**src/rtcPkg.sv**
```systemverilog
`default_nettype none

package rtcPkg;

	typedef logic [7:0] byteT;
	typedef logic [6:0] chipAddrT;
	typedef logic [2:0] fieldIdxT;

	// counts cycles inside one bus phase
	typedef logic [1:0] phaseCntT;

	// one chip bus cycle
	typedef struct packed {
		chipAddrT addr;
		byteT data;
		logic write;
	} busRequestT;

	localparam int numFields = 6;
	localparam fieldIdxT lastField = fieldIdxT'(numFields - 1);

	// seconds, minutes, hours, date, month, year
	localparam chipAddrT fieldAddr [numFields] = '{7'h00, 7'h02, 7'h04, 7'h07, 7'h08, 7'h09};
	localparam byteT fieldMax [numFields] = '{8'd59, 8'd59, 8'd23, 8'd31, 8'd12, 8'd99};
	localparam byteT fieldMin [numFields] = '{8'd0, 8'd0, 8'd0, 8'd1, 8'd1, 8'd0};

	// control registers
	localparam chipAddrT regA = 7'h0A;
	localparam chipAddrT regB = 7'h0B;
	localparam chipAddrT regC = 7'h0C;

	// oscillator on
	localparam byteT regAInit = 8'h20;
	// binary, 24h, update-ended irq enabled
	localparam byteT regBInit = 8'h16;

	localparam int addrPhaseCycles = 2;
	localparam int strobeCycles = 3;
	localparam int recoverCycles = 1;

	typedef enum logic [1:0] {
		seqInit,
		seqIdle,
		seqPoll,
		seqWriteBack
	} seqStateT;

	typedef enum logic [1:0] {
		busIdle,
		busAddr,
		busStrobe,
		busRecover
	} busStateT;

endpackage

`default_nettype wire

```
**src/mainSequencer.sv**
```systemverilog
`timescale 1ns/1ns
`default_nettype none

module mainSequencer (
	input wire clk,
	input wire reset,
	input wire irqN,
	input wire editSwitch,
	output logic initStart,
	output logic pollStart,
	output logic editStart,
	input wire initFinished,
	input wire pollFinished,
	input wire editFinished,
	input wire rtcPkg::busRequestT initRequest,
	input wire initBusStart,
	input wire rtcPkg::busRequestT pollRequest,
	input wire pollBusStart,
	input wire rtcPkg::busRequestT editRequest,
	input wire editBusStart,
	output rtcPkg::busRequestT busRequest,
	output logic busStart,
	input wire busDone,
	output logic initDoneClient,
	output logic pollDoneClient,
	output logic editDoneClient
);

	rtcPkg::seqStateT state;
	logic booted;
	logic editPrev;
	logic pendingWb;
	logic editFall;

	assign editFall = editPrev & ~editSwitch;

	always_ff @(posedge clk) begin
		if (reset) begin
			state <= rtcPkg::seqInit;
			booted <= 1'b0;
			editPrev <= 1'b0;
			pendingWb <= 1'b0;
			initStart <= 1'b0;
			pollStart <= 1'b0;
			editStart <= 1'b0;
		end else begin
			editPrev <= editSwitch;
			initStart <= 1'b0;
			pollStart <= 1'b0;
			editStart <= 1'b0;
			case (state)
				rtcPkg::seqInit: begin
					// kick init once after reset
					if (!booted) begin
						initStart <= 1'b1;
						booted <= 1'b1;
					end
					if (initFinished)
						state <= rtcPkg::seqIdle;
				end
				rtcPkg::seqIdle: begin
					// no poll while editing, it would overwrite the edits
					if (pendingWb) begin
						editStart <= 1'b1;
						pendingWb <= 1'b0;
						state <= rtcPkg::seqWriteBack;
					end else if (!irqN && !editSwitch) begin
						pollStart <= 1'b1;
						state <= rtcPkg::seqPoll;
					end
				end
				rtcPkg::seqPoll: begin
					if (pollFinished)
						state <= rtcPkg::seqIdle;
				end
				default: begin
					if (editFinished)
						state <= rtcPkg::seqIdle;
				end
			endcase
			if (editFall)
				pendingWb <= 1'b1;
		end
	end

	// bus goes to whoever owns the current phase
	always_comb begin
		busRequest = initRequest;
		busStart = 1'b0;
		case (state)
			rtcPkg::seqInit: begin
				busRequest = initRequest;
				busStart = initBusStart;
			end
			rtcPkg::seqPoll: begin
				busRequest = pollRequest;
				busStart = pollBusStart;
			end
			rtcPkg::seqWriteBack: begin
				busRequest = editRequest;
				busStart = editBusStart;
			end
			default: ;
		endcase
	end

	assign initDoneClient = busDone && state == rtcPkg::seqInit;
	assign pollDoneClient = busDone && state == rtcPkg::seqPoll;
	assign editDoneClient = busDone && state == rtcPkg::seqWriteBack;

endmodule

`default_nettype wire

```
**config.mk**
```make
export PLATFORM = sky130hd
export DESIGN_NAME = mainSequencer
export DESIGN_NICKNAME = d
export VERILOG_FILES = /design/src/rtcPkg.sv /design/src/mainSequencer.sv
export SDC_FILE = /design/constraint.sdc
export NUM_CORES = 1
export LEC_CHECK = 0
export BUFFER_PORTS_ARGS = -buffer_cell sky130_fd_sc_hd__clkbuf_2
export CAP_MARGIN = 20
export CELL_PAD_IN_SITES_DETAIL_PLACEMENT = 2
export CELL_PAD_IN_SITES_GLOBAL_PLACEMENT = 2
export CORE_ASPECT_RATIO = 2
export CORE_UTILIZATION = 14
export CTS_BUF_LIST = sky130_fd_sc_hd__clkbuf_8 sky130_fd_sc_hd__clkbuf_16
export CTS_CLUSTER_DIAMETER = 80
export DETAILED_ROUTE_END_ITERATION = 10
export PLACE_DENSITY_LB_ADDON = 0.1
export SLEW_MARGIN = 25
export SYNTH_ARGS = -nofsm -noshare
export SYNTH_HDL_FRONTEND = slang
export SYNTH_SLANG_ARGS = --single-unit
```
**constraint.sdc**
```tcl
create_clock -name clk -period 3 [get_ports clk]
set_input_delay 0.15 -clock clk [delete_from_list [all_inputs] [get_ports clk]]
set_output_delay 0.15 -clock clk [all_outputs]
set_load 0.01 [all_outputs]
```
== After elaboration in Yosys (flattened, before gate mapping) ==
Index checks and enable logic that the tools add are counted.
Word-level totals
  register bits: 8
  bits of input ports: 59
  output and inout port bits: 23
  logic and storage cells: 43
Cells by class
  eq/ne operators: 6
  muxes and demuxes: 13
  bitwise operators: 4
  reduce and logical (&&, ||, !) cells: 13
Operator list (number)
  one-hot mux 16 bit (2 select lines): 1
  2-to-1 mux 2 bit: 5
  one-hot mux 2 bit (3 select lines): 1
  2-to-1 mux 1 bit: 5
  equality test 2 bit, second input constant: 2
  logical AND 1 bit: 4
  inequality test 2 bit, second input constant: 2
  AND reduction 4 bit: 1
  nonzero test 4 bit: 1
  OR reduction 2 bit: 2
  inequality test 3 bit, second input constant: 1
  NOT 1 bit: 3
  one-hot mux 1 bit (3 select lines): 1
  OR reduction 3 bit: 1
  equality test 2 x 1 -> 1 bit, second input constant: 1
  logical NOT 1 bit: 2
  logical NOT 2 bit: 1
  nonzero test 2 bit: 1
  AND 1 bit: 1

== Logic depth before layout (Yosys ltp) ==
Gate-level depths: netlist of the first run.
  depth after elaboration: 5
  mapped depth: 7
  gate-level depth less buffers: 5

== Worst setup path before layout of the first run ==
No wires, ideal clock.
  kind: reg-to-output
  start: register state[0]
  end: output busRequest[10] in the netlist's numbering
  arrival: 1.370 ns
  data required time: 2.850 ns
  slack: 1.480 ns
  cell stages (with the launch flop): 8
  buffers on the path: 2
  path through: dfxtp_1 -> inv_1 -> ha_1 -> buf_2 -> nor2_2 -> buf_2 -> nand2_1 -> nand2_1
RTL lines
  start, declared: RTL line mainSequencer.sv:29  | rtcPkg::seqStateT state;
  start signal, assigned: RTL line mainSequencer.sv:39  | state <= rtcPkg::seqInit;
  start signal, assigned: RTL line mainSequencer.sv:59  | state <= rtcPkg::seqIdle;
  start signal, assigned: RTL line mainSequencer.sv:66  | state <= rtcPkg::seqWriteBack;
  end, declared: RTL line mainSequencer.sv:21  | output rtcPkg::busRequestT busRequest,

==> results of run 1 <==
critical path, cell delays in order (launching register included):
cell	delay [ps]
dfxtp_1	410
inv_1	90
ha_1	460
nor2_2	610
nand2_1	140
nand2_1	110
clkbuf_2	130
power breakdown:
part | switching [W] | internal, W
clock | 0.0000432 | 0.0000870
sequential | 0.00000830 | 0.000118
combinational | 0.000128 | 0.000105
cell type report:
cell class	instances	area [um2]	area share
Sequential cell	8	160	0.138
Tap cell	55	68.8	0.0593
Clock buffer	3	41.3	0.0356
Multi-Input combinational cell	78	469	0.405
Timing Repair Buffer	81	405	0.350
Inverter	4	15.0	0.0129
Yosys cell counts:
cell type / instances
nand2_1: 32
a22oi_1: 16
dfxtp_1: 8
ha_1: 5
inv_1: 4
nor2_1: 4
nor2b_1: 4
and2_1: 3
a2111o_1: 2
buf_2: 2
clkbuf_1: 2
nor3_1: 2
a211oi_2: 1
a21oi_1: 1
a222oi_1: 1
buf_1: 1
nand2b_1: 1
nor2_2: 1
nor3b_1: 1
nor4_1: 1
o22ai_1: 1
o41ai_1: 1
or2_1: 1
logic make-up after synthesis:
kind of cell             synth area share
flip-flops                          0.241
AND/OR/NAND/NOR                     0.333
buffers and inverters              0.0545
AO/OA/AOI/OAI                       0.278
adder cells (fa/ha/maj)            0.0940
state kept, by name (all words and copies together), names as in the netlist:
signal and cells:
state 2, booted 1, editPrev 1, editStart 1
initStart 1, pendingWb 1, pollStart 1
stage by stage:
step	instances	cell area (um2)	hold slack [ps]	utilization
after detailed placement	226	1120	427	0.243
after global routing	229	1160	200	0.252
after floorplan	95	666	215	-
after global placement	226	1120	395	0.243
final	229	1160	179	0.252
after CTS	229	1160	185	0.252
routing by layer:
layer	vias to the layer above	routed length [um]	share of wire
met5	-	0	0
met4	0	101	0.031
met3	9	269	0.083
met2	55	1880	0.58
met1	457	988	0.30
li1	496	-	-
final timing paths:
kind / slack, ps / from / endpoint / cells past startpoint
setup reg to reg: 1090 / state[0]$_SDFFE_PP0P_ / state[1]$_SDFFE_PP0P_ / 5
setup / recovery: 670 / state[0]$_SDFFE_PP0P_ / busRequest[2] / 6
hold reg to reg: 430 / booted$_SDFFE_PP0N_ / initStart$_SDFF_PP0_ / 1
hold / removal: 180 / reset / state[1]$_SDFFE_PP0P_ / 2
cell usage in the layout, fill, tap and decap left out, drive strengths merged, types with 2 or more instances in the layout:
cell type and n:
nor3 2, a2111o 2, inv 4, clkbuf 84
ha 5, nor2b 4, and2 3, a22oi 16
nand2 32, dfxtp 8, nor2 5
==> run_results.csv, run 1 <==
group,metric,value,unit
run_status,outcome,"complete, no violations",
cts,cts_tree,"built",
cts,post_cts_buffers,0,
synthesis,yosys.area.top_type,"dfxtp_1",
worst_setup_path,arrival,2180,ps
synthesis,synth-seq-cells,8,
global_routing,antenna_found_initial,0,
finish,syn2layout_area_growth,74.2,%
routing,drc,0,
cts,clock-sinks,8,
routing,post_drt_wl_per_cell,14.1,um
timing,worstMarginPinSlew,756,ps
placed_design,hpwl,2830,um
finish,fin_nets,240,
synthesis,yosysTopAreaCellShare,0.241,
cts,htree_levels,1,
worst_setup_path,path_class,"register to output pin",
routing,vias_per_cell,4.44,
global_routing,grt_busiest_layer,"met2",
routing,ant_nets,0,
floorplanning,rows,35,
synthesis,synth_cells,95,
synthesis,synthesis.nets,159,
timing,fmax,0.429,GHz
global_routing,grt.total_usage,0.131,
routing,wirelength,3240,um
synthesis,syn_avg_cell_area,7.01,um2
placed_design,gp_congestion,0.715,
synthesis,synth_area,666,um2
global_routing,grt_max_degree,21,
routing,first_pass_iters,4,
power_and_ir_drop,p_leak,0.662,nW
cts,cts-root-buf,"clkbuf_8",
synthesis,yosys.cell_types.count,23,
timing,tns,0,ps
global_routing,grt_use_met2,0.274,
floorplanning,die_area,0.00505,mm2
finish,nFillCells,582,
routing,num_vias,1017,
finish,drive_above_1_share,0.494,
finish,n_antenna_cell,0,
routing,drt_iter0_markers,8,
timing,rsz0062_at_grt,"no",
placed_design,io_buffers,81,
worst_setup_path,cp-start-kind,"register",
global_routing,use_met1,0.108,
timing,finalWorstPathRequiredPeriod,2330,ps
timing,hold_violations,0,
placed_design,pre_cts_ws,798,ps
timing,finalCritPeriodShare,0.776,
power_and_ir_drop,power.total,0.000490,W
global_routing,grtUsageMet3,0.0260,
floorplanning,dieWidth,50.8,um
cts,cts_hold_buf,0,
worst_hold_path,hp-class,"input pin to register",
synthesis,netlist_top_cells_area,"dfxtp_1 24%, a22oi_1 18%, nand2_1 18%",
floorplanning,die_h,99.5,um
cts,clockBufferDepth,2,
cts,worstSkewPairLatency,230,ps
run,drv_cap,0,
timing,slew_viol_final,0,
timing,timing.final.ws_setup,671,ps
timing,finalClockSkew,0.778,ps
cts,clk_pin_slew,40,ps
floorplanning,core,0.00460,mm2
synthesis,ys_warn_count,0,
power_and_ir_drop,ir_worst_vdd,0.000255,V
global_routing,grt_pass1_wl,4940,um
cts,numCtsBuffers,3,
worst_setup_path,cp-end-kind,"output pin",
timing,relSlewSlack,0.496,
global_routing,grt_pass1_vias,1119,
synthesis,seq_area_frac_synth,0.241,
floorplanning,io_pins,82,
floorplanning,initial_core_util,0.145,
cts,cts-resized-gates,0,
worst_setup_path,cp_max_fo,20,
global_routing,grt_overflow_total,0,
power_and_ir_drop,p_per_area,422,mW/mm2
worst_setup_path,required,2850,ps
timing,setup_viol,0,
Note: power is estimated with default switching activity, not from simulation.
==> run 2, diff against run 1 <==
Settings changed: ABC_AREA from default to 1.
Clock period 3 ns to 2.3 ns, I/O delays scaled along.
==> run_results.csv, run 2 <==
group,metric,value,unit
run_status,outcome,"complete, no violations",
routing,post_drt_wl_per_cell,13.0,um
cts,clock-sinks,8,
timing,worstMarginPinSlew,450,ps
power_and_ir_drop,ir_worst_vdd,0.000398,V
worst_setup_path,setup.worst_path.start,"state[0]$_SDFFE_PP0P_",
cts,numCtsBuffers,3,
worst_setup_path,required,2180,ps
timing,hold_violations,0,
synthesis,yosysTopAreaCellShare,0.250,
global_routing,antenna_found_initial,0,
routing,ant_nets,0,
worst_setup_path,arrival,1850,ps
synthesis,synthesis.nets,179,
floorplanning,io_pins,82,
timing,fmax,0.510,GHz
synthesis,ys_warn_count,0,
timing,tns,0,ps
cts,clk_pin_slew,40,ps
worst_setup_path,crit_path_end,"busRequest[1]",
worst_setup_path,r2r_start,"state[0]$_SDFFE_PP0P_",
synthesis,synth_edf_count,0,
worst_setup_path,cp-end-kind,"output pin",
worst_setup_path,path_buf_inv,2,
worst_setup_path,critPathSlowestCell,"dfxtp_1",
global_routing,grt_pass1_vias,1120,
floorplanning,core,0.00491,mm2
synthesis,seq_area_frac_synth,0.223,
finish,final_common_cell,"clkbuf_2",
synthesis,yosys.cell_types.count,20,
worst_setup_path,reg2reg_slack,640,ps
cts,worstSkewPairLatency,220,ps
timing,finalWorstPathRequiredPeriod,1960,ps
floorplanning,die_area,0.00545,mm2
synthesis,synth_cells,115,
floorplanning,initial_core_util,0.147,
routing,drc,0,
cts,cts_hold_buf,0,
cts,cts-root-buf,"clkbuf_8",
synthesis,synth-seq-cells,8,
cts,cts_tree,"built",
global_routing,grt.total_usage,0.121,
routing,drt_iter0_markers,6,
timing,finalCritPeriodShare,0.852,
cts,htree_levels,1,
synthesis,yosys.area.top_type,"nand2_1",
finish,largest-register,"state",
power_and_ir_drop,p_per_area,999,mW/mm2
floorplanning,dieWidth,52.7,um
worst_setup_path,r2r_cells,9,
timing,finalClockSkew,3.02,ps
routing,vias_per_cell,4.23,
cts,post_cts_buffers,0,
placed_design,io_buffers,81,
finish,n_antenna_cell,0,
global_routing,grt_max_degree,18,
floorplanning,rows,36,
worst_setup_path,path_depth,6,
timing,relSlewSlack,0.700,
placed_design,hpwl,2900,um
finish,regArea,160,um2
synthesis,netlist_top_cells_area,"nand2_1 25%, dfxtp_1 22%, a22oi_1 17%",
worst_setup_path,path_class,"register to output pin",
run,drv_cap,0,
global_routing,grt_overflow_total,0,
finish,multiInputGateArea,465,um2
placed_design,gp_congestion,0.722,
worst_setup_path,cpPeakStageDelay,410,ps
routing,num_vias,1065,
finish,largest_register_ffs,2,
floorplanning,die_h,103,um
timing,rsz0062_at_grt,"no",
global_routing,grt_pass1_wl,5020,um
worst_setup_path,crit_family,"simple AND/OR/NAND/NOR gates",
worst_setup_path,cp_max_fo,16,
routing,wirelength,3280,um
cts,clockBufferDepth,2,
synthesis,syn_avg_cell_area,6.26,um2
power_and_ir_drop,power.total,0.00121,W
cts,cts-resized-gates,0,
worst_setup_path,path_cells,"inv_1 -> ha_1 -> nor2_4 -> a22oi_1 -> nand2_1 -> clkbuf_2",
timing,slew_viol_final,0,
routing,first_pass_iters,5,
synthesis,ys.flop_type,"dfxtp_1",
finish,nFillCells,638,
timing,setup_viol,0,
synthesis,synth_area,719,um2
worst_hold_path,hp-class,"input pin to register",
power_and_ir_drop,p_leak,0.747,nW
finish,fin_nets,261,
synthesis,synth.most_common_cell,"nand2_1",
worst_setup_path,cp-start-kind,"register",
worst_setup_path,r2r_end,"state[1]$_SDFFE_PP0P_",
synthesis,async_flop_share,0,
finish,final_cell_mix,"81 x clkbuf_2, 48 x nand2_1, 16 x a22oi_1",
synthesis,synth_commonest_cells,"48 x nand2_1, 16 x a22oi_1, 13 x inv_1, 8 x dfxtp_1, 7 x nor2_1",
finish,drive_above_1_share,0.462,
finish,syn2layout_area_growth,68.3,%
==> run 2: cell types whose count changed in the layout (fill, tap and decap cells not counted), moves of 3 or more <==
cell     change
and2_1       -3
nand2_1     +16
nor2b_1      -4
inv_1        +9
nor2_1       +3
==> run 2: worst min-delay path by stage <==
stage | start | to | slack (ps) | cells after the start
floorplan | editSwitch | editPrev$_SDFF_PP0_ | 250 | 2
global placement | editSwitch | editPrev$_SDFF_PP0_ | 360 | 3
detailed placement | editSwitch | editPrev$_SDFF_PP0_ | 380 | 3
CTS | editSwitch | editPrev$_SDFF_PP0_ | 140 | 3
global route | editSwitch | editPrev$_SDFF_PP0_ | 160 | 3
finish | editSwitch | editPrev$_SDFF_PP0_ | 140 | 3
==> run 2: power breakdown <==
| part | total (W) | internal (W) | switching (W) | leakage (nW) |
|---|---|---|---|---|
| Clock | 0.000166 | 0.000113 | 0.0000531 | 0.0216 |
| Sequential | 0.000198 | 0.000171 | 0.0000272 | 0.0660 |
| Combinational | 0.000845 | 0.000339 | 0.000506 | 0.659 |
| Total | 0.00121 | 0.000624 | 0.000586 | 0.747 |
==> run 2: cells by family (layout without fill, tap and decap cells) <==
logic type / Yosys count / in the layout / share of synthesized area
buffers and inverters: 20 / 100 / 0.130
adders and majority gates: 5 / 5 / 0.0870
and+or+nand+nor: 61 / 61 / 0.343
DFF: 8 / 8 / 0.223
AOI/OAI and AO/OA: 21 / 21 / 0.217
==> run 2: through the flow <==
step | hold slack (ps) | utilization | instance area, um2 | instances | setup WS [ps]
after global routing | 161 | 0.247 | 1210 | 252 | 148
after global placement | 359 | 0.238 | 1170 | 249 | 622
final | 138 | 0.247 | 1210 | 252 | 340
after detailed placement | 376 | 0.238 | 1170 | 249 | 537
after floorplan | 251 | - | 719 | 115 | 934
after CTS | 143 | 0.247 | 1210 | 252 | 291
==> run 2: routing by layer <==
layer  GRT usage  share of wire
met1       0.119           0.33
met2       0.246           0.59
met3      0.0161          0.075
met4      0.0364         0.0052
met5           0              0
==> run 2: area by class of cell <==
type | instances | share of cell area
multi-input combinational | 87 | 0.384
timing repair buffer | 83 | 0.347
sequential | 8 | 0.132
tap | 57 | 0.0589
inverter | 14 | 0.0434
clock buffer | 3 | 0.0341
==> run 2: tightest hold or removal path: stages <==
cell and delay, ps:
clkbuf_2 70, inv_1 50, nor2_1 80
